`src/lcd_settings.svh`:
```
`ifndef LCD_SETTINGS_SVH
`define LCD_SETTINGS_SVH

// ========================================
// Buffering and link timing
// ========================================

`define LCD_FIFO_DEPTH 8 // Byte FIFO entries, also initial credits
`define LCD_SPI_HALF 2 // Clocks per SCK half period

// ========================================
// ILI9341 command codes
// ========================================

`define LCD_CMD_CASET 8'h2A // Column address set
`define LCD_CMD_PASET 8'h2B // Page address set
`define LCD_CMD_RAMWR 8'h2C // Memory write

`endif

```
`src/lcd_pkg.sv`:
```
`default_nettype none

`include "lcd_settings.svh"

package lcd_pkg;

	typedef logic [15:0] coord_t; // Pixel coordinate
	typedef logic [15:0] pixel_t; // RGB565 colour
	typedef logic [7:0] lcd_byte_t; // One SPI byte
	typedef logic [16:0] pix_count_t; // Up to 320 x 240 pixels

	// Holds 0 up to the full FIFO depth
	typedef logic [$clog2(`LCD_FIFO_DEPTH + 1) - 1:0] credit_t;

	typedef enum logic [2:0] {
		SEQ_IDLE,
		SEQ_CASET,
		SEQ_PASET,
		SEQ_RAMWR,
		SEQ_PIXELS,
		SEQ_WAIT_DONE
	} seq_state_t;

	typedef enum logic [1:0] {
		SPI_IDLE,
		SPI_SETUP,
		SPI_HIGH,
		SPI_DONE
	} spi_state_t;

endpackage

`default_nettype wire

```
`src/lcd_fill_sequencer.sv`:
```
`timescale 1ns/1ps
`default_nettype none

`include "lcd_settings.svh"

module lcd_fill_sequencer import lcd_pkg::*; (
	input wire logic i_clock,
	input wire logic i_rst,
	input wire logic i_start,
	input wire coord_t i_x0,
	input wire coord_t i_y0,
	input wire coord_t i_x1,
	input wire coord_t i_y1,
	input wire pixel_t i_color,
	input wire logic i_credit_return,
	input wire logic i_frame_done,
	output logic o_busy,
	output logic o_push,
	output lcd_byte_t o_data,
	output logic o_rs,
	output logic o_last
);

	seq_state_t state;
	credit_t credits;
	logic [2:0] byte_idx; // Position within a command group
	pix_count_t pix_left;

	coord_t x0_q, y0_q, x1_q, y1_q;
	pixel_t color_q;

	coord_t span_x, span_y;
	logic [31:0] area;
	pix_count_t pix_total;

	// Command byte followed by two coordinates, high byte first
	function automatic lcd_byte_t addr_byte(input logic [2:0] idx, input lcd_byte_t cmd,
		input coord_t c_lo, input coord_t c_hi);
		case (idx)
			3'd0: addr_byte = cmd;
			3'd1: addr_byte = c_lo[15:8];
			3'd2: addr_byte = c_lo[7:0];
			3'd3: addr_byte = c_hi[15:8];
			default: addr_byte = c_hi[7:0];
		endcase
	endfunction

	assign span_x = x1_q - x0_q + 16'd1;
	assign span_y = y1_q - y0_q + 16'd1;
	assign area = span_x * span_y;
	assign pix_total = area[16:0];

	// ========================================
	// Byte emission, gated by credits
	// ========================================

	always_comb begin
		o_data = '0;
		o_rs = 1'b1;
		case (state)
			SEQ_CASET: begin
				o_data = addr_byte(byte_idx, `LCD_CMD_CASET, x0_q, x1_q);
				o_rs = (byte_idx != 3'd0);
			end
			SEQ_PASET: begin
				o_data = addr_byte(byte_idx, `LCD_CMD_PASET, y0_q, y1_q);
				o_rs = (byte_idx != 3'd0);
			end
			SEQ_RAMWR: begin
				o_data = `LCD_CMD_RAMWR;
				o_rs = 1'b0;
			end
			SEQ_PIXELS: o_data = byte_idx[0] ? color_q[7:0] : color_q[15:8];
			default: o_data = '0;
		endcase
	end

	assign o_push = (state inside {SEQ_CASET, SEQ_PASET, SEQ_RAMWR, SEQ_PIXELS})
		&& (credits != '0);
	assign o_last = (state == SEQ_PIXELS) && byte_idx[0] && (pix_left == pix_count_t'(1));
	assign o_busy = (state != SEQ_IDLE);

	always_ff @(posedge i_clock) begin
		if (state == SEQ_IDLE && i_start) begin // Latch rectangle and colour
			x0_q <= i_x0;
			y0_q <= i_y0;
			x1_q <= i_x1;
			y1_q <= i_y1;
			color_q <= i_color;
		end
	end

	always_ff @(posedge i_clock) begin
		if (i_rst) begin
			state <= SEQ_IDLE;
			credits <= credit_t'(`LCD_FIFO_DEPTH);
			byte_idx <= '0;
			pix_left <= '0;
		end else begin
			case ({o_push, i_credit_return})
				2'b10: credits <= credits - 1'b1;
				2'b01: credits <= credits + 1'b1;
				default: credits <= credits; // Push and return cancel
			endcase

			case (state)
				SEQ_IDLE: begin
					byte_idx <= '0;
					if (i_start)
						state <= SEQ_CASET;
				end
				SEQ_CASET: begin
					if (o_push) begin
						byte_idx <= (byte_idx == 3'd4) ? 3'd0 : byte_idx + 3'd1;
						if (byte_idx == 3'd4)
							state <= SEQ_PASET;
					end
				end
				SEQ_PASET: begin
					if (o_push) begin
						byte_idx <= (byte_idx == 3'd4) ? 3'd0 : byte_idx + 3'd1;
						if (byte_idx == 3'd4)
							state <= SEQ_RAMWR;
					end
				end
				SEQ_RAMWR: begin
					if (o_push) begin
						pix_left <= pix_total;
						byte_idx <= '0;
						state <= SEQ_PIXELS;
					end
				end
				SEQ_PIXELS: begin
					if (o_push) begin
						byte_idx <= {2'b00, ~byte_idx[0]}; // Toggle high/low colour byte
						if (byte_idx[0]) begin
							pix_left <= pix_left - 1'b1;
							if (o_last)
								state <= SEQ_WAIT_DONE;
						end
					end
				end
				SEQ_WAIT_DONE: begin
					if (i_frame_done)
						state <= SEQ_IDLE;
				end
				default: state <= SEQ_IDLE;
			endcase
		end
	end

endmodule

`default_nettype wire

```
`src/lcd_byte_fifo.sv`:
```
`timescale 1ns/1ps
`default_nettype none

`include "lcd_settings.svh"

module lcd_byte_fifo import lcd_pkg::*; (
	input wire logic i_clock,
	input wire logic i_rst,
	input wire logic i_push,
	input wire lcd_byte_t i_data,
	input wire logic i_rs,
	input wire logic i_last,
	input wire logic i_pop,
	output logic o_valid,
	output lcd_byte_t o_data,
	output logic o_rs,
	output logic o_last,
	output logic o_credit_return
);

	localparam int DEPTH = `LCD_FIFO_DEPTH;
	localparam int PTR_W = (DEPTH > 1) ? $clog2(DEPTH) : 1;

	logic [9:0] mem [DEPTH]; // {last, rs, data}
	logic [PTR_W-1:0] wr_ptr, rd_ptr;
	credit_t count;
	logic do_pop;

	function automatic logic [PTR_W-1:0] next_ptr(input logic [PTR_W-1:0] ptr);
		next_ptr = (ptr == PTR_W'(DEPTH - 1)) ? '0 : ptr + 1'b1;
	endfunction

	assign do_pop = i_pop && o_valid;
	assign o_valid = (count != '0);
	assign {o_last, o_rs, o_data} = mem[rd_ptr];
	assign o_credit_return = do_pop; // One credit back per byte taken

	always_ff @(posedge i_clock) begin
		if (i_push)
			mem[wr_ptr] <= {i_last, i_rs, i_data}; // Credits guarantee a free slot
	end

	always_ff @(posedge i_clock) begin
		if (i_rst) begin
			wr_ptr <= '0;
			rd_ptr <= '0;
			count <= '0;
		end else begin
			if (i_push)
				wr_ptr <= next_ptr(wr_ptr);
			if (do_pop)
				rd_ptr <= next_ptr(rd_ptr);
			case ({i_push, do_pop})
				2'b10: count <= count + 1'b1;
				2'b01: count <= count - 1'b1;
				default: count <= count;
			endcase
		end
	end

endmodule

`default_nettype wire

```
`src/lcd_spi_serializer.sv`:
```
`timescale 1ns/1ps
`default_nettype none

`include "lcd_settings.svh"

module lcd_spi_serializer import lcd_pkg::*; (
	input wire logic i_clock,
	input wire logic i_rst,
	input wire logic i_valid,
	input wire lcd_byte_t i_data,
	input wire logic i_rs,
	input wire logic i_last,
	output logic o_pop,
	output logic o_frame_done,
	output logic o_lcd_cs,
	output logic o_lcd_rs,
	output logic o_lcd_mosi,
	output logic o_lcd_sck
);

	localparam int HALF = `LCD_SPI_HALF;

	spi_state_t state;
	logic [15:0] dly; // Half-period delay counter
	logic [2:0] bit_cnt; // Bits left after the current one
	lcd_byte_t shreg;
	logic last_q;
	logic half_end;

	assign half_end = (dly == '0);
	assign o_pop = (state == SPI_IDLE) && i_valid; // Load cycle

	// ========================================
	// Payload shift register
	// ========================================

	always_ff @(posedge i_clock) begin
		if (o_pop) begin
			shreg <= i_data;
			last_q <= i_last;
		end else if (state == SPI_HIGH && half_end) begin
			shreg <= {shreg[6:0], 1'b0}; // MSB first
		end
	end

	// ========================================
	// Mode-0 bit timing and framing
	// ========================================

	always_ff @(posedge i_clock) begin
		if (i_rst) begin
			state <= SPI_IDLE;
			dly <= '0;
			bit_cnt <= '0;
			o_lcd_cs <= 1'b1; // Deselected
			o_lcd_sck <= 1'b0;
			o_lcd_rs <= 1'b0;
			o_lcd_mosi <= 1'b0;
			o_frame_done <= 1'b0;
		end else begin
			o_frame_done <= 1'b0;
			case (state)
				SPI_IDLE: begin
					o_lcd_sck <= 1'b0;
					if (i_valid) begin
						o_lcd_cs <= 1'b0; // Stays low until frame end
						o_lcd_rs <= i_rs;
						o_lcd_mosi <= i_data[7];
						dly <= 16'(HALF - 1);
						bit_cnt <= 3'd7;
						state <= SPI_SETUP;
					end
				end
				SPI_SETUP: begin
					dly <= dly - 1'b1;
					if (half_end) begin
						o_lcd_sck <= 1'b1; // Slave samples here
						dly <= 16'(HALF - 1);
						state <= SPI_HIGH;
					end
				end
				SPI_HIGH: begin
					dly <= dly - 1'b1;
					if (half_end) begin
						o_lcd_sck <= 1'b0;
						dly <= 16'(HALF - 1);
						if (bit_cnt == 3'd0) begin
							state <= last_q ? SPI_DONE : SPI_IDLE;
						end else begin
							bit_cnt <= bit_cnt - 1'b1;
							o_lcd_mosi <= shreg[6]; // Next bit on falling SCK
							state <= SPI_SETUP;
						end
					end
				end
				SPI_DONE: begin
					o_lcd_cs <= 1'b1;
					o_frame_done <= 1'b1;
					state <= SPI_IDLE;
				end
				default: state <= SPI_IDLE;
			endcase
		end
	end

endmodule

`default_nettype wire

```
`src/lcd_spi_top.sv`:
```
`timescale 1ns/1ps
`default_nettype none

module lcd_spi_top import lcd_pkg::*; (
	input wire logic i_clock,
	input wire logic i_rst,
	input wire logic i_start,
	input wire coord_t i_x0,
	input wire coord_t i_y0,
	input wire coord_t i_x1,
	input wire coord_t i_y1,
	input wire pixel_t i_color,
	output logic o_busy,
	output logic o_lcd_rst,
	output logic o_lcd_cs,
	output logic o_lcd_rs,
	output logic o_lcd_mosi,
	output logic o_lcd_sck
);

	logic push, push_rs, push_last;
	lcd_byte_t push_data;
	logic credit_return;
	logic head_valid, head_rs, head_last, pop;
	lcd_byte_t head_data;
	logic frame_done;

	assign o_lcd_rst = ~i_rst; // Panel reset is active low

	lcd_fill_sequencer u_seq (
		.i_clock(i_clock),
		.i_rst(i_rst),
		.i_start(i_start),
		.i_x0(i_x0),
		.i_y0(i_y0),
		.i_x1(i_x1),
		.i_y1(i_y1),
		.i_color(i_color),
		.i_credit_return(credit_return),
		.i_frame_done(frame_done),
		.o_busy(o_busy),
		.o_push(push),
		.o_data(push_data),
		.o_rs(push_rs),
		.o_last(push_last)
	);

	lcd_byte_fifo u_fifo (
		.i_clock(i_clock),
		.i_rst(i_rst),
		.i_push(push),
		.i_data(push_data),
		.i_rs(push_rs),
		.i_last(push_last),
		.i_pop(pop),
		.o_valid(head_valid),
		.o_data(head_data),
		.o_rs(head_rs),
		.o_last(head_last),
		.o_credit_return(credit_return)
	);

	lcd_spi_serializer u_ser (
		.i_clock(i_clock),
		.i_rst(i_rst),
		.i_valid(head_valid),
		.i_data(head_data),
		.i_rs(head_rs),
		.i_last(head_last),
		.o_pop(pop),
		.o_frame_done(frame_done),
		.o_lcd_cs(o_lcd_cs),
		.o_lcd_rs(o_lcd_rs),
		.o_lcd_mosi(o_lcd_mosi),
		.o_lcd_sck(o_lcd_sck)
	);

endmodule

`default_nettype wire

```
`config.mk`:
```
export PLATFORM = sky130hd
export DESIGN_NAME = lcd_spi_top
export DESIGN_NICKNAME = d
export VERILOG_FILES = /design/src/lcd_pkg.sv /design/src/lcd_fill_sequencer.sv /design/src/lcd_byte_fifo.sv /design/src/lcd_spi_serializer.sv /design/src/lcd_spi_top.sv
export VERILOG_INCLUDE_DIRS = /design/src
export SDC_FILE = /design/constraint.sdc
export NUM_CORES = 1
export LEC_CHECK = 0
export BUFFER_PORTS_ARGS = -buffer_cell sky130_fd_sc_hd__buf_2
export CELL_PAD_IN_SITES_DETAIL_PLACEMENT = 1
export CELL_PAD_IN_SITES_GLOBAL_PLACEMENT = 2
export CORE_MARGIN = 4
export CORE_UTILIZATION = 35
export DETAILED_ROUTE_END_ITERATION = 8
export PLACE_DENSITY = 0.72
export SYNTH_ARGS = -nofsm -noshare
export SYNTH_HDL_FRONTEND = slang
export SYNTH_SLANG_ARGS = --single-unit
```
`constraint.sdc`:
```
create_clock -name i_clock -period 8.3 [get_ports i_clock]
set_input_delay 2.075 -clock i_clock [delete_from_list [all_inputs] [get_ports i_clock]]
set_output_delay 2.075 -clock i_clock [all_outputs]
set_load 0.1 [all_outputs]
```
Word-level counts from Yosys, hierarchy flattened
Memories as Yosys holds them, arrays and structs flattened. A register that Yosys moved wholly into a read port is not among the register bits.
Index checks and enable logic that the tools add are counted.
- input port bits: 83
- word-level logic and storage cells: 166
- memories: 1
- memory bits (writable): 80
- register bits after elaboration: 151
- add/sub/neg operators: 14
- bitwise logic cells: 2
- equal/unequal tests: 32
- multipliers: 1
- reductions and logical operators: 36
- muxes and demuxes: 58
- memory list (name ; depth ; width ; read ports ; clocked after Yosys merged registers in ; wr ports ; line ; source):
    u_fifo.mem ; 8 ; 10 ; 1 ; 1 ; 1 ; lcd_byte_fifo.sv:24 ; logic [9:0] mem [DEPTH];
- operators with widths (kind ; count):
    one-hot mux 8 bit (4 select lines) ; 3
    two-way mux 3 bit ; 21
    two-way mux 17 bit ; 3
    one-hot mux 17 bit (2 select lines) ; 1
    adder 16 x 1 -> 16 bit (second input constant) ; 2
    two-way mux 16 bit ; 2
    one-hot mux 16 bit (2 select lines) ; 1
    subtractor 16 bit ; 2
    != test 2 x 1 -> 1 bit (second input constant) ; 10
    one-hot mux 3 bit (6 select lines) ; 1
    equality test 17 x 1 -> 1 bit (second input constant) ; 1
    multiplier 16 x 16 -> 17 bit ; 1
    subtractor 17 x 1 -> 17 bit (second input constant) ; 1
    zero test 16 bit ; 1
    one-hot mux 4 bit (2 select lines) ; 2
    nonzero test 4 bit ; 4
    subtractor 16 x 1 -> 16 bit (second input constant) ; 1
    equality test 3 bit (second input constant) ; 5
    two-way mux 7 bit ; 2
    equality test 3 x 2 -> 1 bit (second input constant) ; 4
    one-hot mux 3 bit (4 select lines) ; 1
    AND reduction 4 bit ; 3
    nonzero test 2 bit ; 6
    two-way mux 2 bit ; 5
    other kinds (23) ; 60

Longest topological paths before layout
- depth after elaboration: 7
- gate-level depth with buffers: 34
- depth with buffers taken out: 34

By module
From an unflattened synthesis, not the netlist that was laid out.
- cell total of the unflattened synthesis: 1515
- area, all modules: 16336.9 µm²
- by module, submodules not included (module ; instances ; cells an instance ; area an instance (µm²) ; sequential area each (µm²)):
    lcd_fill_sequencer ; 1 ; 1149 ; 10940.5 ; 2942.8
    lcd_byte_fifo ; 1 ; 189 ; 3737.3 ; 2662.6
    lcd_spi_serializer ; 1 ; 176 ; 1655.3 ; 760.7
    lcd_spi_top ; 1 ; 1 ; 3.8 ; 0.0

Least setup slack after synthesis
Ideal clock, no wire load.
- kind: register to register
- start point: register u_seq.y0_q[1]
- end point: register u_seq.pix_left[16]
- arrival time: 7.574 ns
- cell stages (with the launch flop): 32
- buffers on the path: 0
- slack: 0.604 ns
- data required time: 8.178 ns
- period minus slack after synthesis: 7.696 ns
- path through: edfxtp_1 ha_1 inv_1 ha_1 inv_1 fa_1 nand2b_1 a211o_1 a22oi_2 a31o_2 a21o_1 a21oi_1 xnor2_1 and2_1 fa_1 fa_1 fa_1 inv_1 fa_1 fa_1 fa_1 xnor2_1 xnor2_1 xnor2_1 xnor2_1 xnor2_1 xnor3_1 xnor3_1 xnor3_2 xor2_1 mux2i_1 o311a_1
- longest elaborated chain between the ends: 5
- RTL lines (element ; line ; source):
    start: declaration ; lcd_fill_sequencer.sv:29 ; coord_t x0_q, y0_q, x1_q, y1_q;
    start signal: assignment ; lcd_fill_sequencer.sv:86 ; y0_q <= i_y0;
    subtractor 16 bit ; lcd_fill_sequencer.sv:49 ; assign span_y = y1_q - y0_q + 16'd1;
    adder 16 x 1 -> 16 bit ; lcd_fill_sequencer.sv:49 ;
    multiplier 16 x 16 -> 17 bit ; lcd_fill_sequencer.sv:50 ; assign area = span_x * span_y;
    two-way mux 17 bit ; lcd_fill_sequencer.sv:127 ; if (o_push) begin
    one-hot mux 17 bit (2 select lines) ; lcd_fill_sequencer.sv:106 ; case (state)
    end signal: assignment ; lcd_fill_sequencer.sv:128 ; pix_left <= pix_total;
    end signal: assignment ; lcd_fill_sequencer.sv:137 ; pix_left <= pix_left - 1'b1;
    end: declaration ; lcd_fill_sequencer.sv:27 ; pix_count_t pix_left;
Every way passes these cells. The select of a mux whose other input is x is not followed.
A chain may end at the register's enable or synchronous reset.

Final worst setup path
Ends and elaborated chain as after synthesis.

==> summary.txt <==
CTS
  – Reg clk slew, reported paths: 70 ps
  – Clock Sinks: 234
  – CTS max path bufs: 3
  – CTS Buf Count: 26
  – Root buffer cell: clkbuf_16
  – Hold Buf Count CTS: 0
  – TritonCTS clock tree: yes
  – Clock Latency Late Sink: 550 ps
  – H-tree levels: 1

Hold path
  – Hold Crit Class: reg -> reg

Setup path
  – Crit path largest cell delay: 570 ps
  – WP data arrival: 8550 ps
  – Most used cell, CP: fa_1
  – CP required: 8740 ps
  – Critical Path Slowest Stage Cell: fa_1
  – Startpoint Class: flip-flop
  – CP top delay family: adder cells
  – Crit. End Element: flip-flop
  – Worst-path fanout max: 5
  – Kind of critical path: reg -> reg
  – Worst Path Buf+Inv: 3

Placement
  – Dpl ws: -72.6 ps
  – Buffers on Ports: 88
  – Gp weighted congestion: 0.848
  – DP HPWL: 33900 µm

STA
  – Final Cycle Share: 0.977
  – Fmax: 123 MHz
  – Fin. Hold Viols: 0
  – Slew margin rel.: 0.216
  – Final setup viols: 0
  – Final Critical Period: 8110 ps
  – Worst slew pin tran: 1160 ps
  – RSZ-0062 raised after global routing: true
  – Worst Skew: 16.3 ps
  – Final slew viol count: 0
  – Worst setup margin: 187 ps
  – Setup TNS: 0 ps
  – Fin Hold WS: 477 ps

Job
  – Max-cap violations: 0

Synthesis
  – Syn nets: 1827
  – Area leader, netlist: edfxtp_1
  – Post-synthesis cell type count: 68
  – Ys async rst share: 0
  – Adder-cell share of the synthesized area: 0.225
  – Post-synthesis register bit count: 234
  – Largest family of logic cells by synthesized area: adder cells
  – Main flop type after synthesis: edfxtp_1
  – Number of synthesized flops with an enable pin: 168
  – Yosys warns: 0
  – Synth top area share: 0.314
  – Compound-gate portion of the synthesized area: 0.107
  – Top post-synthesis cells by area: edfxtp_1, fa_1, ha_1, dfxtp_1, inv_1
  – Xor/xnor share of the synthesized area: 0.0513
  – Synth Cell Area: 16100 µm²
  – Simple-gate share of the synthesized area: 0.122
  – Register area share after synthesis: 0.396
  – Top-count cell post-synth: inv_1
  – Mapped Avg Cell Area: 10.6 µm²
  – Synth Instances: 1514
  – Post-synthesis mux area share: 0.0425
  – Post-synth top cells: inv_1, edfxtp_1, nand2_1

GRT
  – M1 GR Usage: 0.225
  – Met3 Use GR: 0.0225
  – Vias in the first global route: 12.3k
  – Global route hottest layer: met2
  – Largest net degree at the start of global routing: 81
  – Grt total ovfl: 0
  – First-pass GRT wire length: 69000 µm
  – GRT Total Usage: 0.174
  – Initial antenna violation count: 0
  – GR Util met2: 0.315

Route
  – Vias per inst: 5.08
  – Drt pass-1 iters: 5
  – Initial DRC count: 637
  – Post-DRT Antenna Nets: 0
  – Vias: 11.4k
  – Final WL: 43900 µm
  – DRC: 0
  – Post-DR wirelength/cell: 19.6 µm

Finish
  – Layout cells sized above 1: 0.145
  – Ant. Diodes: 0
  – Fillers: 5053
  – Layout Nets: 1932
  – Final core utilization: 0.406
  – Synth-to-Final Area Change: 14.5%

Floorplanning
  – I/O pin total: 89
  – Core area: 45400 µm²
  – Die ar.: 49400 µm²
  – Starting Density: 0.354
  – # rows: 78
  – Die Y: 222 µm
  – Die width: 222 µm

Outcome
  – Outcome: complete, no violations
[through the flow]
step / instances / instance area [µm²]
floorplan: 1514 / 16100
global route: 2239 / 18400
CTS: 2237 / 18300
global placement: 2189 / 17400
finish: 2239 / 18400
detailed placement: 2189 / 17400
[layout make-up]
class / count / area (µm²) / area share
Sequential cell: 234 / 6370 / 0.346
Tap cell: 600 / 751 / 0.0408
Inverter: 195 / 734 / 0.0399
Clock buffer: 29 / 662 / 0.0360
Multi-Input combinational cell: 1038 / 8960 / 0.487
Timing Repair Buffer: 124 / 711 / 0.0386
Clock inverter: 19 / 221 / 0.0120
[final timing paths]
kind,start,to,slack (ps),depth (start not counted)
setup / recovery,u_seq.y0_q[1]$_DFFE_PP_,u_seq.pix_left[16]$_SDFFE_PP0P_,190,31
setup reg to reg,u_seq.y0_q[1]$_DFFE_PP_,u_seq.pix_left[16]$_SDFFE_PP0P_,190,31
hold / removal,u_seq.pix_left[14]$_SDFFE_PP0P_,u_seq.pix_left[14]$_SDFFE_PP0P_,480,2
hold reg to reg,u_seq.pix_left[14]$_SDFFE_PP0P_,u_seq.pix_left[14]$_SDFFE_PP0P_,480,2
[logic make-up after synthesis]
family          after synthesis
xor+xnor                     85
compound gates              268
simple gates                412
flops                       234
fa+ha+maj                   230
mux                          43
buf+inv                     242
[worst min-delay path, cell delays in order (launching register included)]
cell and delay [ps]:
dfxtp_1 310, o21ai_0 70, a21oi_1 60
[layer usage]
| layer | vias up | wire (µm) |
|---|---|---|
| li1 | 5437 | - |
| met5 | - | 0 |
| met2 | 160 | 22400 |
| met4 | 0 | 768 |
| met3 | 46 | 1350 |
| met1 | 5723 | 19400 |
[registers in the layout, indices dropped and copies added (netlist names), named ones only]
| name | cells |
|---|---|
| u_ser.bit_cnt | 3 |
| u_ser.o_lcd_rs | 1 |
| u_fifo.rd_ptr | 3 |
| u_seq.y1_q | 16 |
| u_seq.pix_left | 17 |
| u_fifo.wr_ptr | 3 |
| u_ser.o_lcd_cs | 1 |
| u_ser.o_lcd_sck | 1 |
| u_seq.byte_idx | 3 |
| u_fifo.mem | 80 |
| u_ser.state | 2 |
| u_ser.o_lcd_mosi | 1 |
| u_seq.color_q | 16 |
| u_fifo.count | 4 |
| u_ser.o_frame_done | 1 |
| u_ser.shreg | 7 |
| u_seq.credits | 4 |
| u_seq.y0_q | 16 |
| u_ser.last_q | 1 |
| u_ser.dly | 16 |
| u_seq.x1_q | 16 |
| u_seq.state | 3 |
| u_seq.x0_q | 16 |
[cells in the final DEF (no fill, tap or decap), types with 12 or more instances in the layout]
cell,netlist,routed
inv_1,195,190
dfxtp_1,66,65
nand3_1,13,13
a21oi_1,80,77
ha_1,132,128
o21a_1,12,12
mux4_2,20,20
nand2_1,136,136
xnor2_1,54,49
buf_4,1,36
and2_1,55,54
fa_1,98,96
nor2_1,104,102
nand2b_1,20,19
nor3_1,25,24
xor2_1,24,24
mux2i_1,21,21
clkbuf_16,0,26
o21ai_0,67,66
buf_2,0,88
edfxtp_1,168,168
nor2b_1,12,12
[repair_timing]
| action | in CTS | in global routing |
|---|---|---|
| setup endpoints to repair | 1 | 1 |
| hold endpoints to repair | 0 | 0 |
| buffers inserted | 0 | 2 |
| pin swaps | 0 | 23 |
| resized for setup | 3 | 31 |
Power is left out: the tool's default activity adds up to more than one toggle a clock period on the data nets, which glitch-free logic cannot reach.
